$ cat src/verilog/dot_pkg.sv
`default_nettype none

package dot_pkg;

   // lane count, has to stay a power of two for the adder tree
   localparam int n_lanes = 8;

   // pairwise adder levels between the products and the final sum
   localparam int tree_levels = $clog2(n_lanes);

   // sample and coefficient width
   localparam int sample_w = 16;

   // full product width, also used for every partial sum
   localparam int prod_w = 32;

   // lane index width
   localparam int lane_addr_w = $clog2(n_lanes);

   typedef logic signed [sample_w-1:0] sample_t;
   typedef logic signed [sample_w-1:0] coef_t;
   typedef logic signed [prod_w-1:0]   prod_t;
   typedef logic [lane_addr_w-1:0]     lane_addr_t;

   // single coefficient write, 20 bits
   typedef struct packed {
      logic       en;
      lane_addr_t addr;
      coef_t      value;
   } coef_wr_t;

   // whole coefficient set, lane 0 in the low bits
   typedef coef_t [n_lanes-1:0] coef_vec_t;

   // sample vector with its valid strobe, 129 bits
   typedef struct packed {
      logic                  valid;
      sample_t [n_lanes-1:0] samples;
   } sample_bus_t;

   // registered multiplier outputs, 257 bits
   typedef struct packed {
      logic                valid;
      prod_t [n_lanes-1:0] prods;
   } product_bus_t;

endpackage

`default_nettype wire

$ cat src/verilog/coef_bank.sv
`timescale 1ns/1ps
`default_nettype none

// one coefficient register per lane, all of them visible to the
// multipliers at the same time
module coef_bank (
   input  logic               clk,
   input  logic               rst,
   input  dot_pkg::coef_wr_t  coef_wr,
   output dot_pkg::coef_vec_t coefs
);

   // one-hot lane select for the current write
   logic [dot_pkg::n_lanes-1:0] wr_sel;

   // per-lane storage
   dot_pkg::coef_t coef_q [dot_pkg::n_lanes];

   // address decode, nothing selected without the enable
   always_comb begin
      wr_sel = '0;
      if (coef_wr.en) begin
         wr_sel[coef_wr.addr] = 1'b1;
      end
   end

   genvar i;
   generate
      for (i = 0; i < dot_pkg::n_lanes; i++) begin : g_coef
         // cleared on reset so an unloaded lane contributes nothing
         always_ff @(posedge clk or posedge rst) begin
            if (rst) begin
               coef_q[i] <= '0;
            end else if (wr_sel[i]) begin
               coef_q[i] <= coef_wr.value;
            end
         end
      end
   endgenerate

   // new value shows up after the write edge, so a sample taken
   // on that same edge still multiplies with the old coefficient
   always_comb begin
      for (int k = 0; k < dot_pkg::n_lanes; k++) begin
         coefs[k] = coef_q[k];
      end
   end

endmodule

`default_nettype wire

$ cat config.mk
export PLATFORM = sky130hd
export DESIGN_NAME = coef_bank
export DESIGN_NICKNAME = d
export VERILOG_FILES = /design/src/verilog/dot_pkg.sv /design/src/verilog/coef_bank.sv
export SDC_FILE = /design/constraint.sdc
export NUM_CORES = 1
export LEC_CHECK = 0
export BUFFER_PORTS_ARGS = -buffer_cell sky130_fd_sc_hd__buf_2
export CAP_MARGIN = 20
export CORE_MARGIN = 10
export CORE_UTILIZATION = 40
export DETAILED_ROUTE_END_ITERATION = 10
export PLACE_DENSITY = 0.68
export SYNTH_ARGS = -nofsm -noshare
export SYNTH_HDL_FRONTEND = slang
export SYNTH_SLANG_ARGS = --single-unit
$ cat constraint.sdc
create_clock -name clk -period 8.8 [get_ports clk]
set_clock_uncertainty 0.1 [all_clocks]
set_input_delay 1.32 -clock clk [delete_from_list [all_inputs] [get_ports clk]]
set_output_delay 1.32 -clock clk [all_outputs]
set_load 0.005 [all_outputs]
==> results of run 1 <==
[logic make-up after synthesis]
group,count (synthesis),synth area share (%)
mux,128,30.07
buf+inv,16,2.493
flops,128,65.12
simple gates,8,2.315
[final cells by class]
type	instances	area, µm²
multi-input cells	136	1623
clock buffers	25	485.5
inverters	1	6.256
clock inverters	6	57.56
flip-flops and latches	128	3203
repair buffers	154	818.3
fillers	1054	5634
well taps	147	183.9
[metal layers]
| metal | share of wire, % | global-route usage, % | wire length (µm) |
|---|---|---|---|
| met3 | 12 | 8.622 | 1468 |
| met4 | 0.67 | 4.120 | 84 |
| met1 | 42 | 17.77 | 5298 |
| met2 | 46 | 22.66 | 5744 |
| met5 | 0 | 0 | 0 |
[metrics by stage]
step	std cells	hold slack [ps]	worst slack [ps]
after floorplan	280	404.1	3967
after global placement	563	383.3	5514
after detailed placement	565	388.0	5700
after CTS	596	399.8	6138
after global routing	597	411.9	6095
final	597	397.3	6110
[layout by cell type, fill, tap and decap left out]
| master | instances |
|---|---|
| nand4b_2 | 3 |
| buf_2 | 149 |
| and4bb_2 | 1 |
| bufinv_16 | 1 |
| inv_4 | 1 |
| dfrtp_1 | 128 |
| nor4bb_4 | 2 |
| buf_8 | 2 |
| buf_4 | 2 |
| buf_16 | 1 |
| clkbuf_16 | 17 |
| clkbuf_1 | 5 |
| clkinvlp_4 | 1 |
| mux2_4 | 10 |
| mux2_2 | 118 |
| nor4b_4 | 1 |
| clkinv_2 | 4 |
| nand4_2 | 1 |
| clkbuf_8 | 3 |
[power groups by stage]
stage               logic [W]  registers, W  clock network [W]
floorplan            0.000141      0.000801                  0
global placement     0.000335      0.000791                  0
detailed placement   0.000344      0.000797                  0
CTS                  0.000345      0.000789           0.000653
global route         0.000371      0.000805           0.000680
finish               0.000335      0.000789           0.000638
[synthesized netlist by cell type (all sizes together)]
library cell / count / area [µm²]
buf: 15 / 118.9
dfrtp: 128 / 3203
and4bb: 1 / 12.51
nand4b: 3 / 45.04
mux2: 128 / 1479
nor4b: 1 / 23.77
nand4: 1 / 12.51
inv: 1 / 3.750
nor4bb: 2 / 20.02
[path summary, 6_finish.rpt]
path / from / endpoint / slack, ps / cells past startpoint
setup / recovery: coef_wr[16] / coefs[11] / 6110 / 4
hold / removal: coefs[87] / coefs[87] / 400 / 1
setup reg to reg: coefs[126] / coefs[126] / 7910 / 1
hold reg to reg: coefs[87] / coefs[87] / 400 / 1
max in group asynchronous: rst / coefs[45] / 6610 / 4
min in group asynchronous: rst / coefs[10] / 850 / 2
==> flow_metrics.tcl, run 1 <==
set metrics [dict create \
    fin_crit_sh_pct 30.57 \
    max_freq_ghz 0.3718 \
    slew_headroom_pct 47.62 \
    finalHoldViolations 0 \
    drt_iter0_markers 102 \
    synth_cell_types 13 \
    area_growth_pct 29.66 \
    port_buffers 149 \
    die_area_um2 17130 \
    synth_area_um2 4918 \
    drt-total-wl_um 12600 \
    ys_warn_count 0 \
    die_y_um 130.9 \
    wl_per_cell_um 21.10 \
    syn_inst 280 \
    drv_slew 0 \
    dpl_cell_area_um2 5807 \
    worstPathMaxFanout 13 \
    setup_violations 0 \
    drive_gt1_share_pct 70.44 \
    hpwlAfterDp_um 8989 \
    ctsHtreeMaxLevel 4 \
    status "finished, final reports clean" \
    worstHoldPathType "reg -> reg" \
    path_class "in -> reg" \
    ant_nets 0 \
    pwr_density_cell_nw_per_um2 276.4 \
    syn_nets 302 \
    layout.nets 460 \
    path_clk_slew_ps 50 \
    ir_drop_uv 131.5 \
    crit_required_ps 8990 \
    total_power_w 0.001763 \
    path_cells "buf_2, nor4b_4, buf_4, mux2_2" \
    start_util_pct 40.95 \
    cts_buffer_depth 2 \
    pwr-share-comb_pct 19.0 \
    coreArea_um2 12010 \
    worst_pin_slew_ps 782.8 \
    root_buffer "clkbuf_16" \
    post-route-cell-area_um2 6377 \
    cp.arrival_ps 2880 \
    cts_sinks 128 \
    place.gp.congestion 0.7284 \
    antenna_found_initial 0 \
    cpPeakStageDelay_ps 600 \
    drcViolationCount 0 \
    ys_seq_area_share_pct 65.12 \
    grt_pass1_vias 3281 \
    cts_tree "built" \
    ys_ff_latch 128 \
    critPathBufInv 2 \
    switching_share_pct 25.08 \
    syn-mean-instance-area_um2 17.57 \
    cts_resized 0 \
    cts_setup_buffers 0 \
    cp_top_family "simple AND/OR/NAND/NOR gates" \
    diodes 0 \
    p_seq_share_pct 44.8 \
    cap_violations 0 \
    grt_max_degree 88 \
    track_usage_pct 14.95 \
    crit_path_top_delay_cell "nor4b_4" \
    end_kind "register" \
    grt_pass1_wl_um 18890 \
    finalCriticalPeriod_ps 2690 \
    hold_buffers 0 \
    drt_first_pass_iters 4 \
    setup-tns-final_ps 0 \
    clkLatencyLatePin_ps 400 \
    post-route-util_pct 53.09 \
    grt-ovfl-total 0 \
    vias_per_cell 5.042 \
    routed-via-count 3010 \
    intPower_w 0.001321 \
    rsz0062_at_grt "false" \
    cts_inserted_buffers 17 \
    clkPwrFrac_pct 36.2 \
    switchingPower_w 0.0004422 \
    largest_register_ffs 128 \
    row_count 40 \
    io_pins 150 \
    setup.worst_path.start_class "primary input" \
    die_w_um 130.9 \
    power_leakage_nw 3.088 \
]
No activity file was read; power rests on OpenSTA's default activity.
==> run 2: changes to the inputs <==
--- a/config.mk
+++ b/config.mk
@@ -10,7 +10,7 @@
 export CORE_MARGIN = 10
 export CORE_UTILIZATION = 40
 export DETAILED_ROUTE_END_ITERATION = 10
-export PLACE_DENSITY = 0.68
+export PLACE_DENSITY = 0.7
 export SYNTH_ARGS = -nofsm -noshare
 export SYNTH_HDL_FRONTEND = slang
 export SYNTH_SLANG_ARGS = --single-unit
==> constraint.sdc (replaced) <==
create_clock -name clk -period 2.4 [get_ports clk]
set_clock_uncertainty 0.1 [all_clocks]
set_input_delay 0.36 -clock clk [delete_from_list [all_inputs] [get_ports clk]]
set_output_delay 0.36 -clock clk [all_outputs]
set_load 0.005 [all_outputs]
==> run 2 against run 1 <==
Net effect: core utilization is 0.70 points higher; global-route usage increased by 0.099 points; clock power grew to 3.9 times the previous value; critical path depth down 1; sequential power increased to 3.7 times the previous value; first-iteration DRC count is 27% higher; power grew to 3.8 times the previous value; non-clock buffer count grew 6; sequential cell count did not move; die area unchanged; wire length increased by 0.11%; cell count up 1.2%; critical path type unchanged; critical endpoint is now coefs[97]; largest cell class unchanged; largest power group unchanged; highest routed layer unchanged.
==> flow_metrics.tcl, run 2 (synthesized netlist as in run 1, its figures left out) <==
set metrics [dict create \
    cts_tree "built" \
    final_common_cell "buf_2" \
    worstHoldPathType "in -> reg" \
    vias_per_cell 4.960 \
    cts_sinks 128 \
    largest_register_ffs 128 \
    final_cell_mix "buf_2, dfrtp_1, mux2_2" \
    finalCriticalPeriod_ps 1634 \
    crit_start "coef_wr[16]" \
    grt_pass1_wl_um 18880 \
    row_count 40 \
    final.fill_count 1029 \
    start_util_pct 40.95 \
    die_y_um 130.9 \
    crit_required_ps 2590 \
    drt-total-wl_um 12610 \
    wl_per_cell_um 20.88 \
    ir_drop_uv 460.9 \
    r2r_start "coefs[4]" \
    place.gp.congestion 0.7591 \
    slew_headroom_pct 47.24 \
    final-seq-area_um2 3203 \
    cts_resized 0 \
    cap_violations 0 \
    power_leakage_nw 3.135 \
    die_area_um2 17130 \
    total_power_w 0.006631 \
    track_usage_pct 15.05 \
    use_met2_pct 22.72 \
    drt_first_pass_iters 4 \
    rsz0062_at_grt "false" \
    area_growth_pct 31.37 \
    busiest_layer "met2" \
    clkLatencyLatePin_ps 410 \
    worst_pin_slew_ps 788.5 \
    cp.arrival_ps 1820 \
    grt_max_degree 44 \
    layout.nets 466 \
    hold_depth 2 \
    grtUsageMet1_pct 17.93 \
    drcViolationCount 0 \
    die_w_um 130.9 \
    pwr_density_cell_nw_per_um2 1026 \
    max_freq_ghz 0.6119 \
    path_clk_slew_ps 50 \
    diodes 0 \
    coreArea_um2 12010 \
    grt_pass1_vias 3201 \
    cts_setup_buffers 0 \
    io_pins 150 \
    end_kind "register" \
    path_class "in -> reg" \
    routed-via-count 2996 \
    fin_crit_sh_pct 68.10 \
    drive_gt1_share_pct 70.68 \
    setup_violations 0 \
    cts_buffer_depth 2 \
    ctsHtreeMaxLevel 4 \
    hold_start "coef_wr[15]" \
    finalHoldViolations 0 \
    globalRouteMet3Util_pct 8.139 \
    reg2regPathDepth 1 \
    status "finished, final reports clean" \
    cts_inserted_buffers 17 \
    hpwlAfterDp_um 9052 \
    port_buffers 149 \
    grt-ovfl-total 0 \
    antenna_found_initial 0 \
    setup.worst_path.start_class "primary input" \
    root_buffer "clkbuf_16" \
    drv_slew 0 \
    drt_iter0_markers 130 \
    setup-tns-final_ps 0 \
    ant_nets 0 \
    multi_input_area_um2 1623 \
    worstPathMaxFanout 16 \
]
==> run 2: cell count changes in the layout (fill, tap and decap cells not counted), sizes merged <==
cell and delta:
buf +5, bufinv +1, clkbuf +2, clkinv -1, dlygate4sd3 +1, inv -1
==> run 2: final cells by class <==
type,count,share of cell area (%)
Sequential cell,128,49.57
Multi-Input combinational cell,136,25.12
Timing Repair Buffer,160,13.25
Clock buffer,27,7.940
Tap cell,147,2.847
Clock inverter,5,1.162
Inverter,1,0.1162
==> run 2: stage by stage <==
step | setup slack (ps) | instances | hold WS (ps) | util [%] | instance area, µm²
CTS | 781.7 | 604 | 156.3 | 53.79 | 6461
finish | 765.6 | 604 | 176.6 | 53.79 | 6461
floorplan | 358.8 | 280 | 404.1 | - | 4922
detailed placement | 339.4 | 571 | 387.8 | 48.81 | 5863
global placement | 377.6 | 571 | 381.7 | 48.81 | 5863
global route | 702.6 | 604 | 179.8 | 53.79 | 6461
==> run 2: where the power goes <==
| part | internal [W] | leakage [nW] | switching, W | total [W] |
|---|---|---|---|---|
| Sequential | 0.00264 | 1.54 | 0.000247 | 0.00289 |
| Clock | 0.00166 | 0.291 | 0.000849 | 0.00251 |
| Combinational | 0.000717 | 1.31 | 0.000519 | 0.00124 |
| Total | 0.00502 | 3.13 | 0.00161 | 0.00663 |
==> run 2: what timing repair did <==
item                                   4_1_cts  5_1_grt
setup endpoints to repair                    0        0
endpoints found under the hold margin       25        0
hold buffers                                 1        0
==> run 2: critical path, cell delays in order <==
cell and delay (ps):
buf_2 180, nand4b_2 750, mux2_2 530
==> run 2: path summary, 6_finish.rpt <==
kind | slack, ps | endpoint
min reg2reg | 400 | coefs[98]
max | 770 | coefs[97]
max reg2reg | 1520 | coefs[4]
min in group asynchronous | 540 | coefs[36]
max in group asynchronous | 980 | coefs[115]
min | 180 | coefs[111]
==> run 2: routing by layer <==
layer / up-vias / wire length (µm)
met5: - / 0
met4: 0 / 162
met3: 18 / 1359
met2: 123 / 5630
met1: 1519 / 5457
li1: 1336 / -
