--- src/verilog/dot_pkg.sv ---
`default_nettype none

package dot_pkg;

   // lane count, has to stay a power of two for the adder tree
   localparam int n_lanes = 8;

   // pairwise adder levels between the products and the final sum
   localparam int tree_levels = $clog2(n_lanes);

   // sample and coefficient width
   localparam int sample_w = 16;

   // full product width, also used for every partial sum
   localparam int prod_w = 32;

   // lane index width
   localparam int lane_addr_w = $clog2(n_lanes);

   typedef logic signed [sample_w-1:0] sample_t;
   typedef logic signed [sample_w-1:0] coef_t;
   typedef logic signed [prod_w-1:0]   prod_t;
   typedef logic [lane_addr_w-1:0]     lane_addr_t;

   // single coefficient write, 20 bits
   typedef struct packed {
      logic       en;
      lane_addr_t addr;
      coef_t      value;
   } coef_wr_t;

   // whole coefficient set, lane 0 in the low bits
   typedef coef_t [n_lanes-1:0] coef_vec_t;

   // sample vector with its valid strobe, 129 bits
   typedef struct packed {
      logic                  valid;
      sample_t [n_lanes-1:0] samples;
   } sample_bus_t;

   // registered multiplier outputs, 257 bits
   typedef struct packed {
      logic                valid;
      prod_t [n_lanes-1:0] prods;
   } product_bus_t;

endpackage

`default_nettype wire

--- src/verilog/adder_tree.sv ---
`timescale 1ns/1ps
`default_nettype none

// sums all lane products through a combinational tree of pairwise
// adders, only the final sum is registered
//
// every partial sum stays at 32 bits, so an overflowing total wraps
module adder_tree (
   input  logic                  clk,
   input  logic                  rst,
   input  dot_pkg::product_bus_t products,
   output dot_pkg::prod_t        result,
   output logic                  result_valid
);

   // number of entries in the partial sum array: the inputs, then
   // each level's outputs, ending with the single total
   localparam int n_sums = 2 * dot_pkg::n_lanes - 1;

   // index of the total, the last entry
   localparam int top_idx = n_sums - 1;

   // flat storage for all partial sums, level by level
   dot_pkg::prod_t part_sum [n_sums];

   genvar l;
   genvar a;

   generate
      // level 0 inputs come straight from the product bus
      for (a = 0; a < dot_pkg::n_lanes; a++) begin : g_in
         assign part_sum[a] = products.prods[a];
      end

      for (l = 0; l < dot_pkg::tree_levels; l++) begin : g_level
         // adders on this level
         localparam int n_add = dot_pkg::n_lanes >> (l + 1);

         // first entry read by this level
         localparam int in_base = 2 * dot_pkg::n_lanes - 2 * (dot_pkg::n_lanes >> l);

         // first entry written by this level
         localparam int out_base = in_base + 2 * n_add;

         for (a = 0; a < n_add; a++) begin : g_add
            assign part_sum[out_base + a] =
               part_sum[in_base + 2 * a] + part_sum[in_base + 2 * a + 1];
         end
      end
   endgenerate

   // output register, loads the total only for a valid product set
   always_ff @(posedge clk or posedge rst) begin
      if (rst) begin
         result <= '0;
      end else if (products.valid) begin
         result <= part_sum[top_idx];
      end
   end

   // one cycle behind the product valid
   always_ff @(posedge clk or posedge rst) begin
      if (rst) begin
         result_valid <= 1'b0;
      end else begin
         result_valid <= products.valid;
      end
   end

endmodule

`default_nettype wire

--- config.mk ---
export PLATFORM = sky130hd
export DESIGN_NAME = adder_tree
export DESIGN_NICKNAME = d
export VERILOG_FILES = /design/src/verilog/dot_pkg.sv /design/src/verilog/adder_tree.sv
export SDC_FILE = /design/constraint.sdc
export NUM_CORES = 1
export LEC_CHECK = 0
export BUFFER_PORTS_ARGS = -buffer_cell sky130_fd_sc_hd__buf_2
export CORE_MARGIN = 1.5
export CORE_UTILIZATION = 40
export DETAILED_ROUTE_END_ITERATION = 8
export GPL_TIMING_DRIVEN = 0
export HOLD_SLACK_MARGIN = 0.12
export PLACE_DENSITY = 0.67
export SLEW_MARGIN = 10
export SYNTH_ARGS = -nofsm -noshare
export SYNTH_HDL_FRONTEND = slang
export SYNTH_SLANG_ARGS = --single-unit
--- constraint.sdc ---
create_clock -name clk -period 2.55 [get_ports clk]
set_input_delay 0.255 -clock clk [delete_from_list [all_inputs] [get_ports clk]]
set_output_delay 0.255 -clock clk [all_outputs]
set_load 0.01 [all_outputs]
==> flow_summary.ini, run 1 <==
[logic_synthesis]
yosys_warnings = 0
synth_fa_ha_area_share_pct = 51.4
syn_area_mm2 = 0.00790
synth.most_common_cell = inv_1
synth_top_family_by_area = adder cells
synth.mux.area_fraction_pct = 2.96
syn_inst = 858
synth_compound_area_share_pct = 7.85
ys_ff_latch = 33
async_reset_ff_share_pct = 100
synthXorXnorAreaFrac_pct = 3.77
postSynthAreaPerCell_um2 = 9.21
synth_top_area_share_pct = 46.4
synthTopCellsByCount = inv_1 (387), fa_1 (183), dfrtp_1 (33), ha_1 (32), xnor2_1 (26)
synth-main-ff-cell = dfrtp_1
ys_seq_area_share_pct = 10.4
synth-edff-count = 0
synth_area_leaders = fa_1 (46%), inv_1 (18%), dfrtp_1 (10%)
synth-simple-area-share_pct = 4.62
yosys.area.top_type = fa_1
synth.distinct_cells = 57
syn-num-nets = 1332

[min_path]
min_path_cells = 4
min_to = result[0]
hold_class = in2reg
hp-start = products[224]

[route]
avgRoutedWirePerCell_um = 12.2
first_pass_iters = 6
drt-initial-drc-count = 138
drc = 0
ant_nets = 0
num_vias = 6189
vias_per_cell = 4.29
wirelength_mm = 17.6

[power_and_ir_drop]
finalPower_mw = 16.2
p_leak_nw = 6.04
power.density_mw_per_mm2 = 1520
ir_drop_mv = 0.763

[worst_setup_path]
reg2reg_depth = 1
r2r-end = result[7]
crit_arrival_ns = 4.60
start_kind = input pin
cp.required_ns = 2.71
endpoint_kind = register
cp_max_fo = 4
rrSetupSlack_ns = 1.77
timing.rr.start = result[7]
critPathKind = in2reg

[sta]
setup_ws_ns = -1.89
fmaxAchievable_ghz = 0.225
maxSlewViolCount = 0
period_minus_slack_ns = 4.44
slew_headroom_pct = 38.3
holdWs_ns = 0.434
fin_skew_ns = 0
rsz0062_at_grt = true
setup_viol_count_final = 30
worstMarginPinSlew_ns = 0.926
hold_viol = 0
fin_tns_setup_ns = -42.21
period_share_pct = 174

[die]
rows = 51
coreArea_mm2 = 0.0194
dieArea_mm2 = 0.0206
die_y_um = 144
die_x_um = 144
ioPinCount = 292
start_util_pct = 40.7

[placed_design]
dp_slack_ns = -2.42
dp_cells = 1415
gp_congestion = 0.787
io_buffers = 291
dpl.hpwl_mm = 15.8

[clock_tree]
cts_buffer_depth = 2
cts_tree = built
cts_inserted_buffers = 5
cts-root-buf = clkbuf_16
cts-htree-levels = 2
cts_sinks = 33
clock_latency_ns = 0.28
clkTransAtPathRegs_ns = 0.06

[cells_and_area]
area_growth_pct = 34.9
layoutNonFillerInstCount = 1441
drive_gt1_share_pct = 36.9
nets = 1649
num_antenna_cells = 0
n_fill_cell = 1805

[run]
drv_cap = 0

[global_routing]
antenna_found_initial = 0
grt_pass1_wl_mm = 28.6
grt.overflow.total = 0
grt_max_degree = 21
first_global_vias = 6459
grt_usage_pct = 17.6

[outcome]
outcome = finished, violations left
failed_checks = setup timing
[registers in the layout, indices dropped and copies added (netlist names)]
register      count
result_valid      1
result           32
[final cells by class]
class | count | area (um^2) | area share (%)
multi-input cells | 429 | 6120 | 57.4
repair buffers | 310 | 1690 | 15.8
inverters | 387 | 1490 | 14.0
flip-flops and latches | 33 | 826 | 7.75
well taps | 265 | 332 | 3.11
clock buffers | 5 | 125 | 1.17
plain buffers | 9 | 58.8 | 0.552
clock inverters | 3 | 17.5 | 0.164
[placed cells by master (no fill, tap or decap), types with 4 or more instances in the layout]
master / Yosys / final
a21o_1: 11 / 10
xor2_1: 8 / 7
clkbuf_1: 5 / 4
buf_6: 1 / 12
nand2_1: 19 / 18
inv_8: 0 / 4
buf_4: 0 / 13
ha_4: 0 / 13
clkbuf_16: 0 / 5
o21ai_1: 1 / 4
nor2b_1: 6 / 5
xnor2_1: 26 / 25
fa_1: 183 / 176
dfrtp_1: 33 / 33
nor2_1: 18 / 17
o21a_1: 4 / 4
mux2_4: 0 / 12
o21ai_0: 10 / 5
fa_2: 0 / 7
mux2_2: 19 / 7
a21oi_1: 20 / 14
a21oi_2: 3 / 7
buf_2: 1 / 283
inv_1: 387 / 358
inv_2: 0 / 23
nand3_1: 7 / 5
ha_1: 32 / 19
[timing repair]
action / CTS / global route
endpoints found under the setup margin: 31 / 31
resized for setup: 49 / 32
pin swaps: 31 / 28
hold endpoints to repair: 14 / 0
setup buffers: 13 / 4
hold buffers: 2 / 0
[worst max-delay path by stage]
stage / slack [ns] / cells past startpoint / end / from
2_1_floorplan: -1.80 / 19 / result[22] / products[162]
3_3_place_gp: -2.42 / 20 / result[30] / products[162]
3_5_place_dp: -2.42 / 20 / result[30] / products[162]
4_1_cts: -1.86 / 19 / result[27] / products[108]
5_1_grt: -2.03 / 19 / result[27] / products[100]
6_report: -1.89 / 19 / result[27] / products[100]
[critical path: stages]
cell and delay [ns]:
buf_2 0.08, inv_1 0.04, fa_1 0.52, inv_1 0.05, fa_1 0.48, fa_1 0.49
inv_1 0.05, fa_1 0.47, inv_1 0.06, ha_4 0.23, o211ai_1 0.34, o211ai_1 0.16
nand3_2 0.13, a21oi_2 0.09, o41a_4 0.40, buf_6 0.13, a21o_4 0.21, a2111oi_4 0.34
nor3_1 0.07
[metrics by stage]
stage / util, % / area, um^2
floorplan: - / 8190
global placement: 51.5 / 9980
detailed placement: 51.6 / 10000
CTS: 54.1 / 10500
global route: 55.0 / 10700
finish: 55.0 / 10700
[metal layers]
layer	vias up	GRT usage [%]	share of wire (%)	wire (um)
met5	-	0	0	0
met3	6	3.80	7.0	1230
met2	184	32.1	51	9030
met4	0	2.31	0.59	104
met1	2963	22.0	41	7190
li1	3036	-	-	-
[where the power goes]
group | internal (mW) | switching (mW)
Sequential | 0.863 | 0.130
Combinational | 7.25 | 7.35
Clock | 0.358 | 0.247
Total | 8.48 | 7.73
[kinds of logic after synthesis]
| logic type | Yosys count |
|---|---|
| compound gates | 86 |
| xor+xnor | 34 |
| fa+ha+maj | 215 |
| buf+inv | 396 |
| flops | 33 |
| mux | 21 |
| simple gates | 73 |
Note: power is estimated with default switching activity, not from simulation.
==> run 2: changes to the inputs <==
MAX_ROUTING_LAYER = met4   (was default)
==> run 2 against run 1 <==
  * The run still ends with setup timing left
  * Register-to-register slack is essentially flat
  * Sequential cell count unchanged
  * Via count grew 0.66%
  * Cell count about the same
  * Sequential share of layout area about the same
  * Setup slack worse by 0.0042 ns
  * Routed wire length is 0.34% higher
  * Non-clock buffer count is 1 lower
  * Clock skew stayed put
  * Sequential power about the same
  * Utilization increased by 0.14 points
  * Die area stayed put
  * Critical path type unchanged
  * Largest power group unchanged
==> flow_summary.ini, run 2 (synthesized netlist as in run 1, its figures left out) <==
[sta]
fmaxAchievable_ghz = 0.225
period_minus_slack_ns = 4.44
maxSlewViolCount = 0
holdWs_ns = 0.434
period_share_pct = 174
setup_ws_ns = -1.89
fin_skew_ns = 0
setup_viol_count_final = 30
rsz0062_at_grt = true
worstMarginPinSlew_ns = 0.926
slew_headroom_pct = 38.2
hold_viol = 0

[min_path]
hold_class = in2reg
min_path_cells = 4

[die]
start_util_pct = 40.7
dieArea_mm2 = 0.0206
die_x_um = 144
coreArea_mm2 = 0.0194
rows = 51
ioPinCount = 292
die_y_um = 144

[cells_and_area]
n_fill_cell = 1802
final-seq-area_um2 = 826
multi_input_area_mm2 = 0.00615
fin_area_mm2 = 0.0107
top_regs = result: 32 flops, result_valid: 1 flops
top_register = result
final_common_cell = inv_1
nets = 1648
final_cell_mix = inv_1 (356), buf_2 (282), fa_1 (175)
num_antenna_cells = 0
drive_gt1_share_pct = 37.3
largest_reg_flops = 32
area_growth_pct = 35.2

[placed_design]
gp_congestion = 0.798
place_area_mm2 = 0.0100
dpl.hpwl_mm = 15.8
io_buffers = 291

[power_and_ir_drop]
ir_drop_mv = 0.787
finalPower_mw = 16.3
power.density_mw_per_mm2 = 1530
p_leak_nw = 6.04

[route]
num_vias = 6230
avgRoutedWirePerCell_um = 12.2
drt-initial-drc-count = 126
ant_nets = 0
first_pass_iters = 6
wirelength_mm = 17.6
drc = 0
vias_per_cell = 4.33

[clock_tree]
cts-htree-levels = 2
clkTransAtPathRegs_ns = 0.06
cts_buffer_depth = 2
cts_sinks = 33
clock_latency_ns = 0.28
cts-root-buf = clkbuf_16
cts_inserted_buffers = 5
cts_tree = built

[outcome]
outcome = finished, violations left
failed_checks = setup timing

[worst_setup_path]
crit_path_max_incr_delay_ns = 0.52
cp.required_ns = 2.71
worst-path-stages = 19
cp_max_fo = 4
cp_num_buf_inv = 6
reg2reg_depth = 1
slowest_stage = fa_1
critPathKind = in2reg
path_cells = buf_2 -> inv_1 -> fa_1 -> inv_1 -> fa_1 -> fa_1 -> inv_1 -> fa_1 -> inv_1 -> ha_4 -> o211ai_1 -> o211ai_1 -> nand3_2 -> a21oi_2 -> o41a_4 -> buf_6 -> a21o_4 -> a2111oi_4 -> nor3_1
endpoint_kind = register
crit_arrival_ns = 4.60
start_kind = input pin
path_delay_family = adder cells

[global_routing]
grt.overflow.total = 0
grt_max_degree = 21
busiest_layer = met2
grt_usage_pct = 18.2
grt_use_met2_pct = 32.1
antenna_found_initial = 0
grt_pass1_wl_mm = 28.6
first_global_vias = 6467
use_met3_pct = 3.27
met1_usage_pct = 22.3

[run]
drv_cap = 0
==> run 2: path summary, 6_finish.rpt <==
| check | from | to | slack [ns] |
|---|---|---|---|
| max | products[100] | result[27] | -1.89 |
| min | products[224] | result[0] | 0.43 |
| max reg2reg | result[7] | result[7] | 1.77 |
| min reg2reg | result[3] | result[3] | 0.48 |
| max in group asynchronous | rst | result[16] | 1.60 |
| min in group asynchronous | rst | result_valid | 0.50 |
==> run 2: through the flow <==
stage / setup WS (ns) / setup TNS (ns) / util (%) / cells
after floorplan: -1.80 / -39.26 / - / 858
after global placement: -2.42 / -53.45 / 51.5 / 1414
after detailed placement: -2.42 / -53.85 / 51.6 / 1415
after CTS: -1.86 / -42.40 / 54.1 / 1438
after global routing: -2.04 / -46.87 / 55.1 / 1440
final: -1.89 / -42.30 / 55.1 / 1440
==> run 2: metal layers <==
metal  up-vias  share of wire, %
met5         -                 0
met4         0              0.56
met3         6               6.7
met2       196                51
met1      2998                41
li1       3030                 -
==> run 2: power breakdown <==
group | leakage [nW] | switching, mW | internal, mW
logic | 5.58 | 7.45 | 7.29
registers | 0.385 | 0.131 | 0.863
clock network | 0.0696 | 0.247 | 0.358
total | 6.04 | 7.83 | 8.51
==> run 2: what timing repair did <==
item	CTS	global route
pin swaps	31	31
hold buffers	2	0
setup endpoints to repair	31	31
gates resized for setup	49	40
endpoints found under the hold margin	14	0
setup buffers	13	3
==> run 2: area by class of cell <==
class                   count  share of cell area (%)
clock inverters             3                   0.164
inverters                 387                    13.9
well taps                 265                    3.10
plain buffers               9                   0.550
repair buffers            309                    15.8
multi-input cells         429                    57.5
flip-flops and latches     33                    7.73
clock buffers               5                    1.17
